### src/source/shapes_pkg.sv
/* shared types and register map for the rectangle renderer
   pulled in by scoped name from every module of the design */
`default_nettype none

package shapes_pkg;

    // framebuffer address width, fits the default 32x24 buffer
    localparam int FB_ADDRW = 10;

    typedef logic [7:0] cord_t;     // screen or framebuffer coordinate
    typedef logic [3:0] cidx_t;     // colour index, 4 bits per pixel
    typedef logic [2:0] reg_addr_t; // host register address

    // host register map
    localparam reg_addr_t REG_X0    = 3'd0;
    localparam reg_addr_t REG_Y0    = 3'd1;
    localparam reg_addr_t REG_X1    = 3'd2;
    localparam reg_addr_t REG_Y1    = 3'd3;
    localparam reg_addr_t REG_CIDX  = 3'd4;
    localparam reg_addr_t REG_START = 3'd5; // write only, kicks the renderer

    typedef struct packed {
        logic      we;    // single cycle strobe
        reg_addr_t addr;
        logic [7:0] wdata;
    } reg_wr_t;

    // programmed rectangle, corners inclusive
    typedef struct packed {
        cord_t x0;
        cord_t y0;
        cord_t x1;
        cord_t y1;
        cidx_t cidx;
    } rect_cmd_t;

    typedef struct packed {
        logic                we;
        logic [FB_ADDRW-1:0] addr; // y * width + x
        cidx_t               cidx;
    } fb_wr_t;

    // display sample, position travels with its colour
    typedef struct packed {
        cord_t      sx;
        cord_t      sy;
        logic       de;
        logic       frame;
        logic [7:0] r;
        logic [7:0] g;
        logic [7:0] b;
    } pix_out_t;

endpackage

`default_nettype wire
### src/source/shapes_top.sv
/* rectangle renderer with scaled framebuffer display, single clock
   host programs corners, colour and start; pix carries the raster out */
`default_nettype none
`timescale 1ns/1ns

module shapes_top #(
    parameter int H_ACTIVE      = 64,
    parameter int H_TOTAL       = 80,
    parameter int V_ACTIVE      = 48,
    parameter int V_TOTAL       = 52,
    parameter int FB_WIDTH      = 32,  // screen is buffer size << FB_SCALE_LOG2
    parameter int FB_HEIGHT     = 24,
    parameter int FB_SCALE_LOG2 = 1
) (
    input  logic                 clk_sys,
    input  logic                 reset,
    input  shapes_pkg::reg_wr_t  host_wr,
    output logic                 busy,
    output shapes_pkg::pix_out_t pix
);

    // raster position
    shapes_pkg::cord_t sx;
    shapes_pkg::cord_t sy;
    logic              de;
    logic              frame;

    // drawing side
    shapes_pkg::rect_cmd_t cmd;
    logic                  start;
    shapes_pkg::fb_wr_t    fb_wr;

    // display side
    logic [shapes_pkg::FB_ADDRW-1:0] rd_addr;
    shapes_pkg::cidx_t               rd_cidx;
    shapes_pkg::cidx_t               pix_cidx;
    logic                            pix_blank;
    shapes_pkg::pix_out_t            pix_pos;

    display_timing #(
        .H_ACTIVE(H_ACTIVE),
        .H_TOTAL (H_TOTAL),
        .V_ACTIVE(V_ACTIVE),
        .V_TOTAL (V_TOTAL)
    ) u_timing (
        .clk_sys(clk_sys),
        .reset  (reset),
        .sx     (sx),
        .sy     (sy),
        .de     (de),
        .frame  (frame)
    );

    draw_regs u_regs (
        .clk_sys(clk_sys),
        .reset  (reset),
        .host_wr(host_wr),
        .busy   (busy),
        .cmd    (cmd),
        .start  (start)
    );

    rect_fill_render #(
        .FB_WIDTH (FB_WIDTH),
        .FB_HEIGHT(FB_HEIGHT)
    ) u_render (
        .clk_sys(clk_sys),
        .reset  (reset),
        .cmd    (cmd),
        .start  (start),
        .fb_wr  (fb_wr),
        .busy   (busy)
    );

    fb_bram #(
        .DEPTH(FB_WIDTH * FB_HEIGHT)
    ) u_fb (
        .clk_sys(clk_sys),
        .fb_wr  (fb_wr),
        .rd_addr(rd_addr),
        .rd_cidx(rd_cidx)
    );

    // scanout plus palette, 3 cycles from sx, sy to pix
    fb_scanout #(
        .H_ACTIVE     (H_ACTIVE),
        .V_ACTIVE     (V_ACTIVE),
        .FB_WIDTH     (FB_WIDTH),
        .FB_HEIGHT    (FB_HEIGHT),
        .FB_SCALE_LOG2(FB_SCALE_LOG2)
    ) u_scanout (
        .clk_sys  (clk_sys),
        .reset    (reset),
        .sx       (sx),
        .sy       (sy),
        .de       (de),
        .frame    (frame),
        .rd_cidx  (rd_cidx),
        .rd_addr  (rd_addr),
        .pix_cidx (pix_cidx),
        .pix_blank(pix_blank),
        .pix_pos  (pix_pos)
    );

    palette_clut u_clut (
        .clk_sys  (clk_sys),
        .reset    (reset),
        .pix_cidx (pix_cidx),
        .pix_blank(pix_blank),
        .pix_pos  (pix_pos),
        .pix      (pix)
    );

endmodule

`default_nettype wire

### src/source/palette_clut.sv
/* fixed 16-entry palette and final display register
   index to 8-bit rgb, blanked samples forced to black */
`default_nettype none
`timescale 1ns/1ns

module palette_clut (
    input  logic                 clk_sys,
    input  logic                 reset,
    input  shapes_pkg::cidx_t    pix_cidx,
    input  logic                 pix_blank,
    input  shapes_pkg::pix_out_t pix_pos,
    output shapes_pkg::pix_out_t pix
);

    logic [23:0] clut [16];  // {r, g, b}, 8 bits each

    // red = i, green = ~i, blue = i ^ 5, each nibble doubled
    always_comb begin
        for (int i = 0; i < 16; i++) begin
            clut[i] = {{2{4'(i)}}, {2{~4'(i)}}, {2{4'(i) ^ 4'h5}}};
        end
    end

    always_ff @(posedge clk_sys) begin
        if (reset) begin
            pix <= '0;  // de and frame low
        end else begin
            pix.sx    <= pix_pos.sx;
            pix.sy    <= pix_pos.sy;
            pix.de    <= pix_pos.de;
            pix.frame <= pix_pos.frame;
            pix.r     <= pix_blank ? 8'h00 : clut[pix_cidx][23:16];
            pix.g     <= pix_blank ? 8'h00 : clut[pix_cidx][15:8];
            pix.b     <= pix_blank ? 8'h00 : clut[pix_cidx][7:0];
        end
    end

endmodule

`default_nettype wire

### src/source/fb_scanout.sv
/* framebuffer scanout, scales screen position down to a buffer address
   and carries position, enable and blanking alongside the read latency */
`default_nettype none
`timescale 1ns/1ns

module fb_scanout #(
    parameter int H_ACTIVE      = 64,
    parameter int V_ACTIVE      = 48,
    parameter int FB_WIDTH      = 32,
    parameter int FB_HEIGHT     = 24,
    parameter int FB_SCALE_LOG2 = 1   // 1 means each buffer pixel is 2x2
) (
    input  logic                            clk_sys,
    input  logic                            reset,
    input  shapes_pkg::cord_t               sx,
    input  shapes_pkg::cord_t               sy,
    input  logic                            de,
    input  logic                            frame,
    input  shapes_pkg::cidx_t               rd_cidx,   // from memory, one cycle after rd_addr
    output logic [shapes_pkg::FB_ADDRW-1:0] rd_addr,
    output shapes_pkg::cidx_t               pix_cidx,
    output logic                            pix_blank,
    output shapes_pkg::pix_out_t            pix_pos
);

    localparam int AW = shapes_pkg::FB_ADDRW;

    shapes_pkg::cord_t    fx;       // buffer column
    shapes_pkg::cord_t    fy;       // buffer row
    logic                 in_area;
    shapes_pkg::pix_out_t pos_in;   // position sample, colour left zero
    shapes_pkg::pix_out_t pos_s1;
    logic                 blank_s1;

    always_comb begin
        fx = sx >> FB_SCALE_LOG2;
        fy = sy >> FB_SCALE_LOG2;
        // inside the visible screen and inside the buffer
        in_area = (sx < H_ACTIVE) && (sy < V_ACTIVE)
            && (fx < FB_WIDTH) && (fy < FB_HEIGHT);
        pos_in       = '0;
        pos_in.sx    = sx;
        pos_in.sy    = sy;
        pos_in.de    = de;
        pos_in.frame = frame;
    end

    // stage 1, address out to memory
    always_ff @(posedge clk_sys) begin
        if (in_area) begin
            rd_addr <= AW'(fy) * AW'(FB_WIDTH) + AW'(fx);
        end else begin
            rd_addr <= '0;  // keep reads inside the array
        end
    end

    // stages 1 and 2 for the side band, meets rd_cidx
    always_ff @(posedge clk_sys) begin
        if (reset) begin
            pos_s1    <= '0;
            blank_s1  <= 1'b1;
            pix_pos   <= '0;
            pix_blank <= 1'b1;
        end else begin
            pos_s1    <= pos_in;
            blank_s1  <= !de || !in_area;  // black outside buffer and in blanking
            pix_pos   <= pos_s1;
            pix_blank <= blank_s1;
        end
    end

    assign pix_cidx = rd_cidx;  // already aligned with stage 2

endmodule

`default_nettype wire

### src/source/fb_bram.sv
/* simple dual-port framebuffer, one write and one registered read port
   cleared to index 0 at start, depth set by the top level */
`default_nettype none
`timescale 1ns/1ns

module fb_bram #(
    parameter int DEPTH = 768  // framebuffer pixels
) (
    input  logic                              clk_sys,
    input  shapes_pkg::fb_wr_t                fb_wr,
    input  logic [shapes_pkg::FB_ADDRW-1:0]   rd_addr,
    output shapes_pkg::cidx_t                 rd_cidx
);

    shapes_pkg::cidx_t mem [DEPTH];

    // blank buffer shows palette entry 0
    initial begin
        for (int i = 0; i < DEPTH; i++) begin
            mem[i] = '0;
        end
    end

    always_ff @(posedge clk_sys) begin
        if (fb_wr.we) begin
            mem[fb_wr.addr] <= fb_wr.cidx;
        end
        rd_cidx <= mem[rd_addr];  // old data on same-address collision
    end

endmodule

`default_nettype wire

### src/source/rect_fill_render.sv
/* filled rectangle engine, one framebuffer write per busy cycle
   clips to the buffer edge on start and walks the area in raster order */
`default_nettype none
`timescale 1ns/1ns

module rect_fill_render #(
    parameter int FB_WIDTH  = 32,  // framebuffer width in pixels
    parameter int FB_HEIGHT = 24   // framebuffer height in pixels
) (
    input  logic                  clk_sys,
    input  logic                  reset,
    input  shapes_pkg::rect_cmd_t cmd,
    input  logic                  start,
    output shapes_pkg::fb_wr_t    fb_wr,
    output logic                  busy
);

    localparam int AW = shapes_pkg::FB_ADDRW;

    shapes_pkg::cord_t x1_clip;   // x1 limited to right edge
    shapes_pkg::cord_t y1_clip;   // y1 limited to bottom edge
    logic              cmd_ok;    // non-empty and starts on screen

    shapes_pkg::cord_t x;         // current pixel
    shapes_pkg::cord_t y;
    shapes_pkg::cord_t x0_q;      // latched left edge for row restart
    shapes_pkg::cord_t x1_q;      // latched clipped corners
    shapes_pkg::cord_t y1_q;
    shapes_pkg::cidx_t cidx_q;
    logic [AW-1:0]     row_base;  // y * FB_WIDTH, kept running

    logic last_col;
    logic last_pix;

    // clip and reject on the live command
    always_comb begin
        if (cmd.x1 > shapes_pkg::cord_t'(FB_WIDTH - 1)) begin
            x1_clip = shapes_pkg::cord_t'(FB_WIDTH - 1);
        end else begin
            x1_clip = cmd.x1;
        end
        if (cmd.y1 > shapes_pkg::cord_t'(FB_HEIGHT - 1)) begin
            y1_clip = shapes_pkg::cord_t'(FB_HEIGHT - 1);
        end else begin
            y1_clip = cmd.y1;
        end
        // inverted or fully off screen gives N = 0
        cmd_ok = (cmd.x0 <= cmd.x1) && (cmd.y0 <= cmd.y1)
            && (cmd.x0 < FB_WIDTH) && (cmd.y0 < FB_HEIGHT);
    end

    always_comb begin
        last_col = (x == x1_q);
        last_pix = last_col && (y == y1_q);
    end

    // busy spans exactly the pixel count
    always_ff @(posedge clk_sys) begin
        if (reset) begin
            busy <= 1'b0;
        end else if (!busy) begin
            busy <= start && cmd_ok;  // rises the cycle after start
        end else if (last_pix) begin
            busy <= 1'b0;  // final pixel written this cycle
        end
    end

    // walk x then y
    always_ff @(posedge clk_sys) begin
        if (!busy) begin
            if (start) begin  // latch command, start ignored while busy
                x        <= cmd.x0;
                y        <= cmd.y0;
                x0_q     <= cmd.x0;
                x1_q     <= x1_clip;
                y1_q     <= y1_clip;
                cidx_q   <= cmd.cidx;
                row_base <= AW'(cmd.y0) * AW'(FB_WIDTH);  // only multiply, once per shape
            end
        end else if (last_col) begin
            x        <= x0_q;  // back to left edge
            y        <= y + 1'b1;
            row_base <= row_base + AW'(FB_WIDTH);
        end else begin
            x <= x + 1'b1;
        end
    end

    // write port, one pixel per busy cycle
    always_comb begin
        fb_wr.we   = busy;
        fb_wr.addr = row_base + AW'(x);
        fb_wr.cidx = cidx_q;
    end

endmodule

`default_nettype wire

### src/source/draw_regs.sv
/* host register block for the rectangle command
   stores corners and colour and turns a REG_START write into a start pulse */
`default_nettype none
`timescale 1ns/1ns

module draw_regs (
    input  logic                  clk_sys,
    input  logic                  reset,
    input  shapes_pkg::reg_wr_t   host_wr,
    input  logic                  busy,     // renderer still filling
    output shapes_pkg::rect_cmd_t cmd,
    output logic                  start
);

    // start pulse to the renderer
    always_ff @(posedge clk_sys) begin
        if (reset) begin
            start <= 1'b0;
        end else begin
            start <= 1'b0;  // default low for a one cycle pulse
            if (host_wr.we && host_wr.addr == shapes_pkg::REG_START) begin
                // dropped while renderer busy or about to go busy
                start <= !busy && !start;
            end
        end
    end

    // rectangle fields
    always_ff @(posedge clk_sys) begin
        if (host_wr.we) begin
            case (host_wr.addr)
                shapes_pkg::REG_X0: begin
                    cmd.x0 <= host_wr.wdata;
                end
                shapes_pkg::REG_Y0: begin
                    cmd.y0 <= host_wr.wdata;
                end
                shapes_pkg::REG_X1: begin
                    cmd.x1 <= host_wr.wdata;  // inclusive right edge
                end
                shapes_pkg::REG_Y1: begin
                    cmd.y1 <= host_wr.wdata;  // inclusive bottom edge
                end
                shapes_pkg::REG_CIDX: begin
                    cmd.cidx <= host_wr.wdata[3:0];  // low nibble only
                end
                default: begin
                    // REG_START and unused addresses hold the fields
                end
            endcase
        end
    end

endmodule

`default_nettype wire

### src/source/display_timing.sv
/* raster counters for the reduced display, one pixel per clk_sys
   gives screen position with registered data enable and frame start */
`default_nettype none
`timescale 1ns/1ns

module display_timing #(
    parameter int H_ACTIVE = 64,  // visible pixels per line
    parameter int H_TOTAL  = 80,  // pixels per line incl blanking
    parameter int V_ACTIVE = 48,  // visible lines
    parameter int V_TOTAL  = 52   // lines per frame
) (
    input  logic              clk_sys,
    input  logic              reset,
    output shapes_pkg::cord_t sx,
    output shapes_pkg::cord_t sy,
    output logic              de,
    output logic              frame
);

    shapes_pkg::cord_t sx_next;
    shapes_pkg::cord_t sy_next;

    // next raster position
    always_comb begin
        sx_next = sx + 1'b1;
        sy_next = sy;
        if (sx == shapes_pkg::cord_t'(H_TOTAL - 1)) begin  // end of line
            sx_next = '0;
            if (sy == shapes_pkg::cord_t'(V_TOTAL - 1)) begin
                sy_next = '0;  // wrap to top of frame
            end else begin
                sy_next = sy + 1'b1;
            end
        end
    end

    // de and frame decoded from next position so they line up with sx, sy
    always_ff @(posedge clk_sys) begin
        if (reset) begin
            // park on last blanking pixel, 0,0 comes next
            sx    <= shapes_pkg::cord_t'(H_TOTAL - 1);
            sy    <= shapes_pkg::cord_t'(V_TOTAL - 1);
            de    <= 1'b0;
            frame <= 1'b0;
        end else begin
            sx    <= sx_next;
            sy    <= sy_next;
            de    <= (sx_next < H_ACTIVE) && (sy_next < V_ACTIVE);
            frame <= (sx_next == '0) && (sy_next == '0);  // one pulse per frame
        end
    end

endmodule

`default_nettype wire

### config.mk
export PLATFORM = sky130hd
export DESIGN_NAME = shapes_top
export DESIGN_NICKNAME = d
export VERILOG_FILES = /design/src/source/shapes_pkg.sv /design/src/source/shapes_top.sv /design/src/source/palette_clut.sv /design/src/source/fb_scanout.sv /design/src/source/fb_bram.sv /design/src/source/rect_fill_render.sv /design/src/source/draw_regs.sv /design/src/source/display_timing.sv
export SDC_FILE = /design/constraint.sdc
export NUM_CORES = 2
export LEC_CHECK = 0
export BUFFER_PORTS_ARGS = -buffer_cell sky130_fd_sc_hd__clkbuf_2
export CAP_MARGIN = 20
export CORE_MARGIN = 4
export CORE_UTILIZATION = 63
export CTS_CLUSTER_DIAMETER = 40
export DETAILED_ROUTE_END_ITERATION = 12
export PLACE_DENSITY = 0.79
export SLEW_MARGIN = 20
export SYNTH_ARGS = -nofsm -noshare
export SYNTH_HDL_FRONTEND = slang
export SYNTH_SLANG_ARGS = --single-unit
### constraint.sdc
create_clock -name clk_sys -period 14.11 [get_ports clk_sys]
set_input_delay 1.411 -clock clk_sys [delete_from_list [all_inputs] [get_ports clk_sys]]
set_output_delay 1.411 -clock clk_sys [all_outputs]
set_load 0.005 [all_outputs]
## After elaboration in Yosys (flattened, before gate mapping)

Memory sizes are Yosys's and may differ from the RTL's. A register that Yosys moved wholly into a read port is not among the register bits.
Index checks and enable logic that the tools add are counted.

- Bitwise gates (word level): 3
- $mul: 0
- Order comparisons: 12
- Add/subtract/negate cells: 7
- Mux-type cells: 16
- Shift operators: 0
- Reduce and logical (&&, ||, !) cells: 30
- Equality and inequality tests: 10
- Div/mod/pow operators: 0

Operators with widths:

| operator | count |
|---|---|
| two-way mux 8 bit | 9 |
| adder 8 x 1 -> 8 bit, second input constant | 4 |
| two-way mux 10 bit | 3 |
| < comparator 8 x 6 -> 1 bit, second input constant | 3 |
| == test 8 bit | 2 |
| > comparator 8 x 5 -> 1 bit, second input constant | 2 |
| <= comparator 8 bit | 2 |
| zero test 8 bit | 2 |
| < comparator 8 x 7 -> 1 bit, second input constant | 2 |
| AND reduction 2 bit | 7 |
| logical AND 1 bit | 12 |
| adder 10 x 6 -> 10 bit, second input constant | 1 |
| adder 10 x 7 -> 10 bit | 1 |
| adder 10 x 8 -> 10 bit | 1 |
| == test 8 x 6 -> 1 bit, second input constant | 1 |
| == test 8 x 7 -> 1 bit, second input constant | 1 |
| < comparator 8 x 5 -> 1 bit, second input constant | 1 |
| < comparator 7 x 5 -> 1 bit, second input constant | 1 |
| < comparator 7 x 6 -> 1 bit, second input constant | 1 |
| == test 3 x 2 -> 1 bit, second input constant | 2 |
| == test 3 bit, second input constant | 2 |
| inverter 4 -> 5 bit | 1 |
| zero test 1 bit | 4 |
| two-way mux 1 bit | 4 |
| 7 further kinds | 9 |

- Register bits: 176
- Bits in writable memories: 3,072
- Memories: 2
- Logic and storage cells: 113
- Latch bits: 0
- Memory bits (read-only): 384
- Output and inout port bits: 43
- Input bits: 14

Memory list:

| memory | words | bits a word | read ports | clocked after Yosys merged registers in | write ports | line | text |
|---|---|---|---|---|---|---|---|
| u_fb.mem | 768 | 4 | 1 | 1 | 1 | fb_bram.sv:15 | `shapes_pkg::cidx_t mem [DEPTH];` |
| (name not given) | 16 | 24 | 1 | 1 | 0 | palette_clut.sv:33 | `pix.g <= pix_blank ? 8'h00 : clut[pix_cidx][15:8];` |

## Logic depth before layout (Yosys ltp)

- Depth in word-level cells: 6
- Mapped depth: 15
- Gate-level depth less buffers: 10

## By module

From an unflattened synthesis, not the netlist that was laid out.

- Cells, all modules: 6,718
- Area, all modules: 129,181.4 sq um

By module, submodules not included:

| module | instances | area an instance (sq um) | cells an instance |
|---|---|---|---|
| fb_bram | 1 | 121,547.8 | 6,082 |
| rect_fill_render | 1 | 2,914.0 | 254 |
| fb_scanout | 1 | 1,617.8 | 144 |
| draw_regs | 1 | 1,171.1 | 46 |
| display_timing | 1 | 1,074.8 | 121 |
| palette_clut | 1 | 855.8 | 71 |

## Worst setup path before layout

Ideal clock, no wire load.

- Path kind: reg2reg
- Start point: reg u_render.cidx_q[0]
- End point: mem u_fb.mem[0][0] (netlist bit), data pin
- Slack: 2.969 ns
- Path buffers: 0
- Stages on the path, launching flop included: 1
- Period minus slack after synthesis: 11.141 ns
- Arrival: 9.088 ns
- Cells stage by stage: edfxtp_1

RTL lines:

| item | line | text |
|---|---|---|
| start, declared | rect_fill_render.sv:29 | `shapes_pkg::cidx_t cidx_q;` |
| start signal, assigned | rect_fill_render.sv:77 | `cidx_q <= cmd.cidx;` |
| end, declared | fb_bram.sv:15 |  |

No word-level cell before the write port.

==> flow_summary.ini <==
[timing]
final.setup.worst_slack_ps = 8460
grt_setup_unrepaired = false
fmax_ghz = 0.177
finalCritPeriodShare_pct = 40.0
slew_headroom_pct = 12.2
max_slew.worst_pin.slew_ps = 1310
setup_tns_ps = 0
finalHoldViolCount = 0
min_period_ps = 5650
fin_worst_skew_ps = 59.3
setup_viol = 0
slew_viol_final = 0

[setup_path]
critical_path_buf_inv_count = 3
required_ps = 14930
path_delay_family = buffers and inverters
path_class = flip-flop to flip-flop
startpoint = u_scanout.rd_addr[0]$_SDFF_PN0_
critPathSlowestCell = dfxtp_4
critPathMaxStageDelay_ps = 880
crit_fanout = 105
arrival_ps = 6480
r2r_start = u_scanout.rd_addr[0]$_SDFF_PN0_
end_kind = flip-flop
crit_cells = 9
crit_path_start_kind = flip-flop
ff2ff_path_depth = 9
cp_cell_sequence = buf_12, buf_4, buf_12, and2_1, a221oi_1, a2111oi_0, o41ai_1, nand4_1, nand4_1

[cts]
insertion_delay_ps = 980
cts_sinks = 3255
cts_buffer_depth = 4
cts-root-buf = clkbuf_16
cts_setup_buffers = 0
holdBufCountCts = 0
cts_inserted_buffers = 386
ctsResizeCount = 0
htreeDepth = 5
cts_tree = built
path_clk_slew_ps = 60

[synth]
syn-cell-area_um2 = 129000
synth_edf_count = 3157
synth-seq-cells = 3255
dominantRegCellSynth = edfxtp_1
yosys.cell_types.count = 79
async_reset_ff_share_pct = 0
yosysWarnings = 0
syn_area_per_cell_um2 = 19.3
ys_seq_area_share_pct = 75.2
synthCells = 6664

[final_layout]
fillers = 11114
drive_gt1_share_pct = 22.8
final_cells = 9814
finalNetCount = 6863
final_area_um2 = 144000
area_growth_pct = 11.8

[flow_run]
max-cap-violations = 0

[floorplanning]
ios = 57
dieArea_um2 = 211000
coreArea_um2 = 203000
die_w_um = 460
row_count = 165
fp.dieH_um = 460
start_util_pct = 63.5

[routing]
drc_errors = 0
drt_pre_antenna_iters = 8
vias_per_cell = 7.13
num_vias = 69947
antenna_left = 0
wl_mm = 344
drt_iter0_drc = 11860
wl_per_cell_um = 35.1

[grt]
grt_use_total_pct = 33.0
grt_max_degree = 252
grt_pass1_vias = 69800
grt_overflow = 0
antenna_found_initial = 23
grt_pass1_wl_mm = 499

[placement]
dp_slack_ps = 8530
post_dp_cell_area_um2 = 131000
port_buffers = 56
placed_cells = 9101
gp_congestion = 0.894
hpwl_mm = 191

[power]
powerDensity_nw_per_um2 = 162
vdd_drop_max_uv = 216
p_total_uw = 23300
p_leak_uw = 0.0437

[run_status]
status = complete, no violations

[min_path]
hold_path_depth = 1
min_path_type = flip-flop to flip-flop
hold_start = u_scanout.pos_s1[35]$_SDFF_PP0_
[worst paths after layout]
kind | to | slack (ps)
hold / removal | u_scanout.pix_pos[35]$_SDFF_PP0_ | 420
setup reg to reg | u_fb.rd_cidx[0]$_DFF_P_ | 8460
setup / recovery | u_fb.rd_cidx[0]$_DFF_P_ | 8460
hold reg to reg | u_scanout.pix_pos[35]$_SDFF_PP0_ | 420
[routing by layer]
layer  track usage [%]  vias up  wire, µm
li1                  -    27285         -
met1              44.3    35388    114000
met2              49.5     6136    160000
met3              9.60     1130     47600
met4              18.4        8     22400
met5                 0        -        57
[area by class of cell]
| cell class | count | area (µm²) | share of cell area, % |
|---|---|---|---|
| timing repair buffer | 216 | 1650 | 1.15 |
| clock buffer | 447 | 10100 | 7.01 |
| clock inverter | 246 | 2500 | 1.74 |
| tap | 2672 | 3340 | 2.32 |
| antenna | 19 | 47.5 | 0.0331 |
| sequential | 3255 | 96800 | 67.3 |
| inverter | 29 | 116 | 0.0809 |
| multi-input combinational | 2930 | 29300 | 20.4 |
[through the flow]
stage	util (%)	hold slack (ps)
finish	71.0	424
global route	71.0	439
CTS	71.0	429
detailed placement	64.8	415
global placement	64.8	404
floorplan	-	389
[cell usage after synthesis, types with 20 or more instances]
library cell / n / share of area, %
nand2_1: 195 / 0.57
xor2_1: 24 / 0.16
nor2_1: 854 / 2.5
a22oi_1: 66 / 0.39
o221ai_1: 81 / 0.55
nor3_1: 41 / 0.16
edfxtp_1: 3157 / 74
xnor2_1: 21 / 0.14
mux2i_1: 251 / 2.0
buf_4: 40 / 0.23
and2_1: 25 / 0.12
clkbuf_1: 238 / 0.69
nand3_1: 72 / 0.28
o22ai_1: 55 / 0.27
buf_2: 83 / 0.32
a21oi_1: 122 / 0.47
inv_1: 27 / 0.079
o21ai_0: 59 / 0.23
buf_6: 55 / 0.48
mux4_2: 716 / 13
nor2b_1: 71 / 0.35
dfxtp_1: 98 / 1.5
ha_1: 29 / 0.28
a211oi_1: 20 / 0.12
[cell usage in the layout, fill, tap and decap left out, drive strengths merged, types with 7 or more instances in the layout]
cell / Yosys / layout
nor4: 13 / 13
or2: 9 / 9
a221oi: 8 / 8
o32ai: 7 / 7
mux4: 731 / 731
diode: 0 / 19
o221ai: 81 / 81
and2: 26 / 26
edfxtp: 3157 / 3157
a21oi: 122 / 122
bufinv: 0 / 30
nand2b: 18 / 18
nand2: 195 / 195
nor3: 41 / 41
clkinvlp: 0 / 23
nand4: 14 / 14
nor2: 854 / 854
a2111oi: 11 / 11
a31oi: 9 / 9
a22oi: 66 / 66
nand3: 72 / 72
dfxtp: 98 / 98
a211oi: 20 / 20
buf: 216 / 160
o22ai: 55 / 55
xnor2: 21 / 21
o211ai: 9 / 9
clkinv: 2 / 127
inv: 27 / 95
nor2b: 71 / 71
mux2i: 251 / 251
xor2: 24 / 24
mux2: 9 / 9
nor3b: 7 / 7
o21ai: 65 / 65
ha: 29 / 29
and3: 9 / 9
clkbuf: 239 / 503
[kinds of logic (layout without fill, tap and decap cells)]
kind of cell	Yosys count	in the layout	synth area share, %
buf+inv	484	938	2.13
fa+ha+maj	31	31	0.313
simple gates	1346	1346	4.43
mux	991	991	14.9
xor+xnor	45	45	0.306
other cells	1	25	0.00292
flops	3255	3255	75.2
compound gates	511	511	2.72
[where the power goes]
group / internal, µW / switching (µW)
combinational: 1260 / 1640
clock: 5750 / 4050
sequential: 10500 / 106
[state kept, by name, summed over array words and instances (netlist names), 10 cells and up]
register           flops
u_scanout.pix_pos     18
u_regs.cmd            36
u_scanout.rd_addr     10
u_fb.mem            3072
u_clut.pix            26
u_scanout.pos_s1      18
Power figures use the tool's default switching activity.
